$ cat src/kv_db_pkg.sv
// Shared command and status encodings and default widths for the key-value table design
package kv_db_pkg;

    // ==============================
    // Default widths
    // ==============================

    // One table row per key value, so the table holds 2**KEY_W rows
    localparam int KEY_W_DEFAULT   = 6;
    localparam int VALUE_W_DEFAULT = 32;

    // ==============================
    // Request commands
    // ==============================

    // GET    returns the stored entry
    // SET    returns the previous entry, then writes the new value
    // UNSET  returns the previous entry, then invalidates the row
    // CLEAR  invalidates every row
    typedef enum logic [2:0] {
        COMMAND_NOP   = 3'd0,
        COMMAND_GET   = 3'd1,
        COMMAND_SET   = 3'd2,
        COMMAND_UNSET = 3'd3,
        COMMAND_CLEAR = 3'd4
    } command_t;

    // ==============================
    // Response status
    // ==============================

    // UNSPECIFIED is shown outside ack cycles
    typedef enum logic [1:0] {
        STATUS_OK          = 2'd0,
        STATUS_ERROR       = 2'd1,
        STATUS_UNSPECIFIED = 2'd2
    } status_t;

endpackage : kv_db_pkg

$ cat src/kv_db_prio_arb.sv
// Strict-priority arbiter giving one table peripheral to the hi or lo controller until its ack
`timescale 1ns/100ps

module kv_db_prio_arb #(
    parameter int KEY_W   = kv_db_pkg::KEY_W_DEFAULT,
    parameter int VALUE_W = kv_db_pkg::VALUE_W_DEFAULT
) (
    input  logic                clk,
    input  logic                srst,
    // High-priority controller
    input  logic                hi_req,
    input  kv_db_pkg::command_t hi_command,
    input  logic [KEY_W-1:0]    hi_key,
    input  logic [VALUE_W-1:0]  hi_set_value,
    output logic                hi_rdy,
    output logic                hi_ack,
    // Low-priority controller
    input  logic                lo_req,
    input  kv_db_pkg::command_t lo_command,
    input  logic [KEY_W-1:0]    lo_key,
    input  logic [VALUE_W-1:0]  lo_set_value,
    output logic                lo_rdy,
    output logic                lo_ack,
    // Peripheral side
    output logic                st_req,
    output kv_db_pkg::command_t st_command,
    output logic [KEY_W-1:0]    st_key,
    output logic [VALUE_W-1:0]  st_set_value,
    input  logic                st_rdy,
    input  logic                st_ack,
    input  kv_db_pkg::status_t  st_status,
    input  logic                st_get_valid,
    input  logic [KEY_W-1:0]    st_get_key,
    input  logic [VALUE_W-1:0]  st_get_value,
    // Response shared by both controllers
    output kv_db_pkg::status_t  status,
    output logic                get_valid,
    output logic [KEY_W-1:0]    get_key,
    output logic [VALUE_W-1:0]  get_value
);

    // ==============================
    // Grant
    // ==============================

    // High when the lo controller owns the peripheral
    logic sel_lo;
    logic sel_lo_reg;
    logic pending;

    // Free choice only between transactions, hi wins a tie
    always_comb begin
        if (pending) begin
            sel_lo = sel_lo_reg;
        end else begin
            sel_lo = !hi_req;
        end
    end

    // Transaction stays open from the selected req until the peripheral's ack
    always_ff @(posedge clk) begin
        if (srst) begin
            pending <= 1'b0;
        end else if (st_ack) begin
            pending <= 1'b0;
        end else if (st_req) begin
            pending <= 1'b1;
        end
    end

    always_ff @(posedge clk) begin
        if (srst) begin
            sel_lo_reg <= 1'b0;
        end else begin
            sel_lo_reg <= sel_lo;
        end
    end

    // ==============================
    // Request mux
    // ==============================

    assign st_req       = sel_lo ? lo_req       : hi_req;
    assign st_command   = sel_lo ? lo_command   : hi_command;
    assign st_key       = sel_lo ? lo_key       : hi_key;
    assign st_set_value = sel_lo ? lo_set_value : hi_set_value;

    // ==============================
    // Response demux
    // ==============================

    // Only the selected controller sees the strobes
    assign hi_rdy = st_rdy && !sel_lo;
    assign hi_ack = st_ack && !sel_lo;
    assign lo_rdy = st_rdy && sel_lo;
    assign lo_ack = st_ack && sel_lo;

    assign status    = st_status;
    assign get_valid = st_get_valid;
    assign get_key   = st_get_key;
    assign get_value = st_get_value;

endmodule : kv_db_prio_arb

$ cat src/kv_db_store.sv
// Key-value table peripheral, one row per key; clears itself after reset and serves one request at a time
`timescale 1ns/100ps

module kv_db_store #(
    parameter int KEY_W   = kv_db_pkg::KEY_W_DEFAULT,
    parameter int VALUE_W = kv_db_pkg::VALUE_W_DEFAULT
) (
    input  logic                clk,
    input  logic                srst,
    input  logic                req,
    input  kv_db_pkg::command_t command,
    input  logic [KEY_W-1:0]    key,
    input  logic [VALUE_W-1:0]  set_value,
    output logic                rdy,
    output logic                ack,
    output kv_db_pkg::status_t  status,
    output logic                get_valid,
    output logic [KEY_W-1:0]    get_key,
    output logic [VALUE_W-1:0]  get_value
);

    localparam int DEPTH = 2**KEY_W;

    // FSM state encodings
    localparam logic [2:0] ST_INIT_CLEAR  = 3'd0;
    localparam logic [2:0] ST_IDLE        = 3'd1;
    localparam logic [2:0] ST_READ        = 3'd2;
    localparam logic [2:0] ST_RESPOND     = 3'd3;
    localparam logic [2:0] ST_CLEAR_SWEEP = 3'd4;

    // ==============================
    // Signals
    // ==============================

    logic [2:0]          state;
    logic [2:0]          state_nxt;
    logic                accept;

    // Row pointer shared by the init clear and the CLEAR sweep
    logic [KEY_W-1:0]    sweep_addr;
    logic                sweep_last;
    logic                sweeping;

    // Request captured on acceptance
    kv_db_pkg::command_t cmd_reg;
    logic [KEY_W-1:0]    key_reg;
    logic [VALUE_W-1:0]  value_reg;

    // Table storage
    logic                valid_mem [DEPTH];
    logic [VALUE_W-1:0]  value_mem [DEPTH];
    logic                rd_valid;
    logic [VALUE_W-1:0]  rd_value;

    // Single write port
    logic                wr_en;
    logic [KEY_W-1:0]    wr_addr;
    logic                wr_valid;
    logic [VALUE_W-1:0]  wr_value;

    // ==============================
    // Request acceptance
    // ==============================

    assign rdy    = (state == ST_IDLE);
    assign accept = req && rdy;

    always_ff @(posedge clk) begin
        if (accept) begin
            cmd_reg   <= command;
            key_reg   <= key;
            value_reg <= set_value;
        end
    end

    // ==============================
    // FSM
    // ==============================

    always_comb begin
        state_nxt = state;
        case (state)
            ST_INIT_CLEAR: begin
                if (sweep_last) begin
                    state_nxt = ST_IDLE;
                end
            end
            ST_IDLE: begin
                if (accept) begin
                    // CLEAR skips the row read and goes straight to the sweep
                    if (command == kv_db_pkg::COMMAND_CLEAR) begin
                        state_nxt = ST_CLEAR_SWEEP;
                    end else begin
                        state_nxt = ST_READ;
                    end
                end
            end
            ST_READ: begin
                state_nxt = ST_RESPOND;
            end
            ST_RESPOND: begin
                state_nxt = ST_IDLE;
            end
            ST_CLEAR_SWEEP: begin
                if (sweep_last) begin
                    state_nxt = ST_RESPOND;
                end
            end
            default: begin
                state_nxt = ST_INIT_CLEAR;
            end
        endcase
    end

    always_ff @(posedge clk) begin
        if (srst) begin
            state <= ST_INIT_CLEAR;
        end else begin
            state <= state_nxt;
        end
    end

    // Sweep pointer wraps back to zero after the last row
    assign sweeping   = (state == ST_INIT_CLEAR) || (state == ST_CLEAR_SWEEP);
    assign sweep_last = &sweep_addr;

    always_ff @(posedge clk) begin
        if (srst) begin
            sweep_addr <= '0;
        end else if (sweeping) begin
            sweep_addr <= sweep_addr + 1'b1;
        end
    end

    // ==============================
    // Table
    // ==============================

    // Sweeps invalidate one row per cycle; SET and UNSET write in the respond cycle
    always_comb begin
        wr_en    = 1'b0;
        wr_addr  = sweep_addr;
        wr_valid = 1'b0;
        wr_value = '0;
        if (sweeping) begin
            wr_en = 1'b1;
        end else if (state == ST_RESPOND) begin
            wr_addr = key_reg;
            if (cmd_reg == kv_db_pkg::COMMAND_SET) begin
                wr_en    = 1'b1;
                wr_valid = 1'b1;
                wr_value = value_reg;
            end else if (cmd_reg == kv_db_pkg::COMMAND_UNSET) begin
                wr_en = 1'b1;
            end
        end
    end

    always_ff @(posedge clk) begin
        if (wr_en) begin
            valid_mem[wr_addr] <= wr_valid;
            value_mem[wr_addr] <= wr_value;
        end
    end

    // Previous entry is read in the cycle after acceptance
    always_ff @(posedge clk) begin
        if (state == ST_READ) begin
            rd_valid <= valid_mem[key_reg];
            rd_value <= value_mem[key_reg];
        end
    end

    // ==============================
    // Response
    // ==============================

    always_comb begin
        ack       = 1'b0;
        status    = kv_db_pkg::STATUS_UNSPECIFIED;
        get_valid = 1'b0;
        if (state == ST_RESPOND) begin
            ack = 1'b1;
            case (cmd_reg)
                kv_db_pkg::COMMAND_GET,
                kv_db_pkg::COMMAND_SET,
                kv_db_pkg::COMMAND_UNSET: begin
                    status    = kv_db_pkg::STATUS_OK;
                    get_valid = rd_valid;
                end
                kv_db_pkg::COMMAND_CLEAR: begin
                    status = kv_db_pkg::STATUS_OK;
                end
                default: begin
                    status = kv_db_pkg::STATUS_ERROR;
                end
            endcase
        end
    end

    assign get_key   = key_reg;
    assign get_value = get_valid ? rd_value : '0;

endmodule : kv_db_store

$ cat src/kv_db_top.sv
// Top level of the key-value table: priority arbiter in front of the table store, widths set here
`timescale 1ns/100ps

module kv_db_top #(
    parameter int KEY_W   = kv_db_pkg::KEY_W_DEFAULT,
    parameter int VALUE_W = kv_db_pkg::VALUE_W_DEFAULT
) (
    input  logic                clk,
    input  logic                srst,
    // High-priority controller
    input  logic                hi_req,
    input  kv_db_pkg::command_t hi_command,
    input  logic [KEY_W-1:0]    hi_key,
    input  logic [VALUE_W-1:0]  hi_set_value,
    output logic                hi_rdy,
    output logic                hi_ack,
    // Low-priority controller
    input  logic                lo_req,
    input  kv_db_pkg::command_t lo_command,
    input  logic [KEY_W-1:0]    lo_key,
    input  logic [VALUE_W-1:0]  lo_set_value,
    output logic                lo_rdy,
    output logic                lo_ack,
    // Shared response, qualified by each port's ack
    output kv_db_pkg::status_t  status,
    output logic                get_valid,
    output logic [KEY_W-1:0]    get_key,
    output logic [VALUE_W-1:0]  get_value
);

    // ==============================
    // Arbiter to store
    // ==============================

    logic                st_req;
    kv_db_pkg::command_t st_command;
    logic [KEY_W-1:0]    st_key;
    logic [VALUE_W-1:0]  st_set_value;
    logic                st_rdy;
    logic                st_ack;
    kv_db_pkg::status_t  st_status;
    logic                st_get_valid;
    logic [KEY_W-1:0]    st_get_key;
    logic [VALUE_W-1:0]  st_get_value;

    kv_db_prio_arb #(
        .KEY_W   (KEY_W),
        .VALUE_W (VALUE_W)
    ) u_prio_arb (
        .clk          (clk),
        .srst         (srst),
        .hi_req       (hi_req),
        .hi_command   (hi_command),
        .hi_key       (hi_key),
        .hi_set_value (hi_set_value),
        .hi_rdy       (hi_rdy),
        .hi_ack       (hi_ack),
        .lo_req       (lo_req),
        .lo_command   (lo_command),
        .lo_key       (lo_key),
        .lo_set_value (lo_set_value),
        .lo_rdy       (lo_rdy),
        .lo_ack       (lo_ack),
        .st_req       (st_req),
        .st_command   (st_command),
        .st_key       (st_key),
        .st_set_value (st_set_value),
        .st_rdy       (st_rdy),
        .st_ack       (st_ack),
        .st_status    (st_status),
        .st_get_valid (st_get_valid),
        .st_get_key   (st_get_key),
        .st_get_value (st_get_value),
        .status       (status),
        .get_valid    (get_valid),
        .get_key      (get_key),
        .get_value    (get_value)
    );

    kv_db_store #(
        .KEY_W   (KEY_W),
        .VALUE_W (VALUE_W)
    ) u_store (
        .clk       (clk),
        .srst      (srst),
        .req       (st_req),
        .command   (st_command),
        .key       (st_key),
        .set_value (st_set_value),
        .rdy       (st_rdy),
        .ack       (st_ack),
        .status    (st_status),
        .get_valid (st_get_valid),
        .get_key   (st_get_key),
        .get_value (st_get_value)
    );

endmodule : kv_db_top
$ cat config.mk
export PLATFORM = sky130hd
export DESIGN_NAME = kv_db_top
export DESIGN_NICKNAME = d
export VERILOG_FILES = /design/src/kv_db_pkg.sv /design/src/kv_db_prio_arb.sv /design/src/kv_db_store.sv /design/src/kv_db_top.sv
export SDC_FILE = /design/constraint.sdc
export NUM_CORES = 2
export LEC_CHECK = 0
export BUFFER_PORTS_ARGS = -buffer_cell sky130_fd_sc_hd__buf_2
export CORE_MARGIN = 3
export CORE_UTILIZATION = 62
export DETAILED_ROUTE_END_ITERATION = 16
export PLACE_DENSITY = 0.8
export SYNTH_ARGS = -nofsm -noshare
export SYNTH_HDL_FRONTEND = slang
export SYNTH_HIERARCHICAL = 1
export SYNTH_SLANG_ARGS = --single-unit
$ cat constraint.sdc
create_clock -name clk -period 7.1 [get_ports clk]
set_clock_uncertainty 0.1 [all_clocks]
set_input_delay 0.71 -clock clk [delete_from_list [all_inputs] [get_ports clk]]
set_output_delay 0.71 -clock clk [all_outputs]
set_load 0.005 [all_outputs]
==> metrics.md <==
| Metric | Value |
|---|---|
| Mapped Nets | around 3,600 |
| Footprint of the multi-input gates | 0.0180 mm² |
| CTS sink cnt | ~2,200 |
| Number of synthesized flops with an enable pin | 2,186 |
| Critical path class | reg2reg |
| Vias per std cell | 7.34 |
| CP arrival | 4.98 ns |
| Placer Congestion | 0.868 |
| Buffers on Ports | 130 |
| Leak Pwr | roughly 31 nW |
| RSZ-0062 raised after global routing | false |
| Initial core utilization | around 63% |
| Commonest non-fill, non-tap cell in the layout | edfxtp_1 |
| Clock buffer count from CTS | around 200 |
| Post-CTS resize count | 0 |
| Synth Register Bits | approximately 2,200 |
| Worst Hold Class | in2reg |
| Sw Ratio | 20.0% |
| VDD IR max | between 0.0002 and 0.00025 V |
| CTS tree | built |
| Yosys cell types | 50 |
| Final slew viol count | 64 |
| WHS | 0.0757 ns |
| Violated checks | capacitance limit, slew limit |
| Mean post-synth cell area | 23.8 µm² |
| Max Fanout on Critical Path | 80 |
| Power Density | approximately 260 mW/mm² |
| Area grow syn2layout | 11.1% |
| Sequential share of power | 57.0% |
| First-pass GRT wire length | 323 mm |
| Final wirelength | around 230 mm |
| Routed Antenna Nets | 0 |
| Sw Pwr | ~5 mW |
| Clock latency on the worst-skew pair | about 0.83 ns |
| Count of hold-fix buffers inserted at cts | 0 |
| Relative slew margins | -0.192% |
| Die Ht | 375 µm |
| Clk buf depth | 3 |
| Finished Layout Cells | roughly 5,700 |
| Ports | ~130 |
| Async set-reset flop share out of synthesis | 0% |
| Nets | roughly 3,800 |
| Yosys warns | 6 |
| Outcome | finished, violations left |
| Top flop regs | u_store/value_mem: 2048 flops, u_store/valid_mem: 64 flops |
| Seq/Total Area, Yosys | 78.0% |
| Tcrit/Tclk final | 66.2% |
| Pre-antenna DRT Iters | 6 |
| Filler instances | roughly 7,300 |
| Postcts setup bufs | 0 |
| Post-route DRC | 0 |
| Core footprint | around 0.13 mm² |
| Top FF cell, synth | edfxtp_1 |
| # setup viols final | 0 |
| Register Area | approximately 0.066 mm² |
| Post-Route Utilization | roughly 70% |
| Initial antenna violation count | 17 |
| Int Pwr | slightly below 20 mW |
| Vias in the first global route | approximately 43,000 |
| Worst slew pin tran | 1.50 ns |
| Pin count of the biggest net entering global routing | between 100 and 150 |
| Setup crit end kind | register |
| Cells after DPL | between 5,000 and 6,000 |
| Die ar. | approximately 0.14 mm² |
| Post-Synthesis Cell Area | 0.0845 mm² |
| Critical path launch point type | register |
| Initial DRC count | approximately 7,700 |
| Synth Instances | approximately 3,600 |
| Largest register FFs | roughly 2,000 |
| Total Power | 24.8 mW |
| Setup TNS | 0 ns |
| Post-DR wirelength/cell | 40.1 µm |
| Overall global routing resource usage | approximately a third |
| MaxCap Viol Count | 1 |
| Share of power burned in the clock network | 42.2% |
| GR Overflow Total | 0 |
| Clock slew at reported path FFs | 0.07 ns |
| Critical Path RT | between 7 and 8 ns |
| Share of cells above drive strength 1 | 33.0% |
| Root buf cell | clkbuf_16 |
| Via count | 41,905 |
| Final hold viol count | 0 |
| Commonest cells after routing, fill and taps aside | edfxtp_1 (2,186), mux4_2 (624), clkbuf_16 (207), buf_2 (130), buf_4 (83) |
| Combinational fraction of design power | 0.9% |
| Final min period | 4.70 ns |
| FMAX | 213 MHz |
| Largest Register | u_store/value_mem |
| HPWL after DPL | 111 mm |
| H-Tree Depth | 4 |
| Die width | roughly 380 µm |
| Row count | 134 |
-- per-layer routing --
metal  up-vias  global-route usage (%)  share of wire [%]
met4         4                    16.4                5.6
met3       664                    9.10                 13
met5         -                       0              0.012
met2      3855                    51.9                 49
met1     21841                    43.8                 32
li1      15541                       -                  -
-- area by class of cell --
class / instances / share of cell area [%]
flip-flops and latches: 2197 / 70.2
inverters: 7 / 0.0280
clock buffers: 250 / 5.70
well taps: 1768 / 2.36
clock inverters: 134 / 1.02
repair buffers: 223 / 1.57
diodes: 6 / 0.0160
multi-input cells: 1123 / 19.1
-- worst paths after layout --
kind / depth (start not counted) / end / slack [ns] / from
max reg2reg: 5 / u_store/value_mem[34][29] / 2.40 / u_store/state[1]
min reg2reg: 2 / u_store/sweep_addr[1] / 0.51 / u_store/sweep_addr[1]
max: 5 / u_store/value_mem[34][29] / 2.40 / u_store/state[1]
min: 2 / u_store/value_reg[19] / 0.08 / lo_set_value[19]
-- cell families (layout without fill, tap and decap cells) --
logic type | after synthesis | after routing | synth area share (%)
flops | 2197 | 2197 | 78.0
mux | 707 | 707 | 17.8
simple gates | 279 | 279 | 1.60
buf+inv | 230 | 614 | 1.44
compound gates | 129 | 129 | 1.08
xor+xnor | 7 | 7 | 0.0726
fa+ha+maj | 1 | 1 | 0.0148
other cells | 0 | 6 | 0
-- power by group through the flow --
stage	registers, mW	clock network (mW)	logic, mW
3_3_place_gp	14.4	0	0.210
6_report	14.1	10.5	0.222
3_5_place_dp	14.4	0	0.215
2_1_floorplan	14.4	0	0.112
4_1_cts	14.1	10.5	0.219
5_1_grt	14.1	11.0	0.228
-- stage by stage --
stage / area, µm² / setup slack (ns)
6_report: 93900 / 2.40
3_3_place_gp: 87600 / 2.72
3_5_place_dp: 87600 / 2.57
4_1_cts: 93900 / 2.54
5_1_grt: 93900 / 2.14
2_1_floorplan: 84500 / 1.32
-- worst max-delay path: stages, from the launching register on --
cell      delay (ns)
dfxtp_1         0.53
and3b_1         0.50
nand3b_1        0.21
nor3_2          0.73
buf_4           0.82
and2_2          1.28
-- synthesized netlist by cell type, drive strengths merged (9+ instances only) --
cell type	instances	share of area [%]
edfxtp	2186	78
mux4	624	17
buf	157	1.1
nor2	92	0.41
and2	69	0.51
clkbuf	66	0.29
nand2	64	0.28
a22oi	59	0.52
mux2	58	0.91
mux2i	25	0.30
o22ai	21	0.16
nand3	16	0.095
a21oi	13	0.090
a211oi	11	0.098
dfxtp	11	0.26
nor2b	9	0.067
No activity file was read; power rests on OpenSTA's default activity.
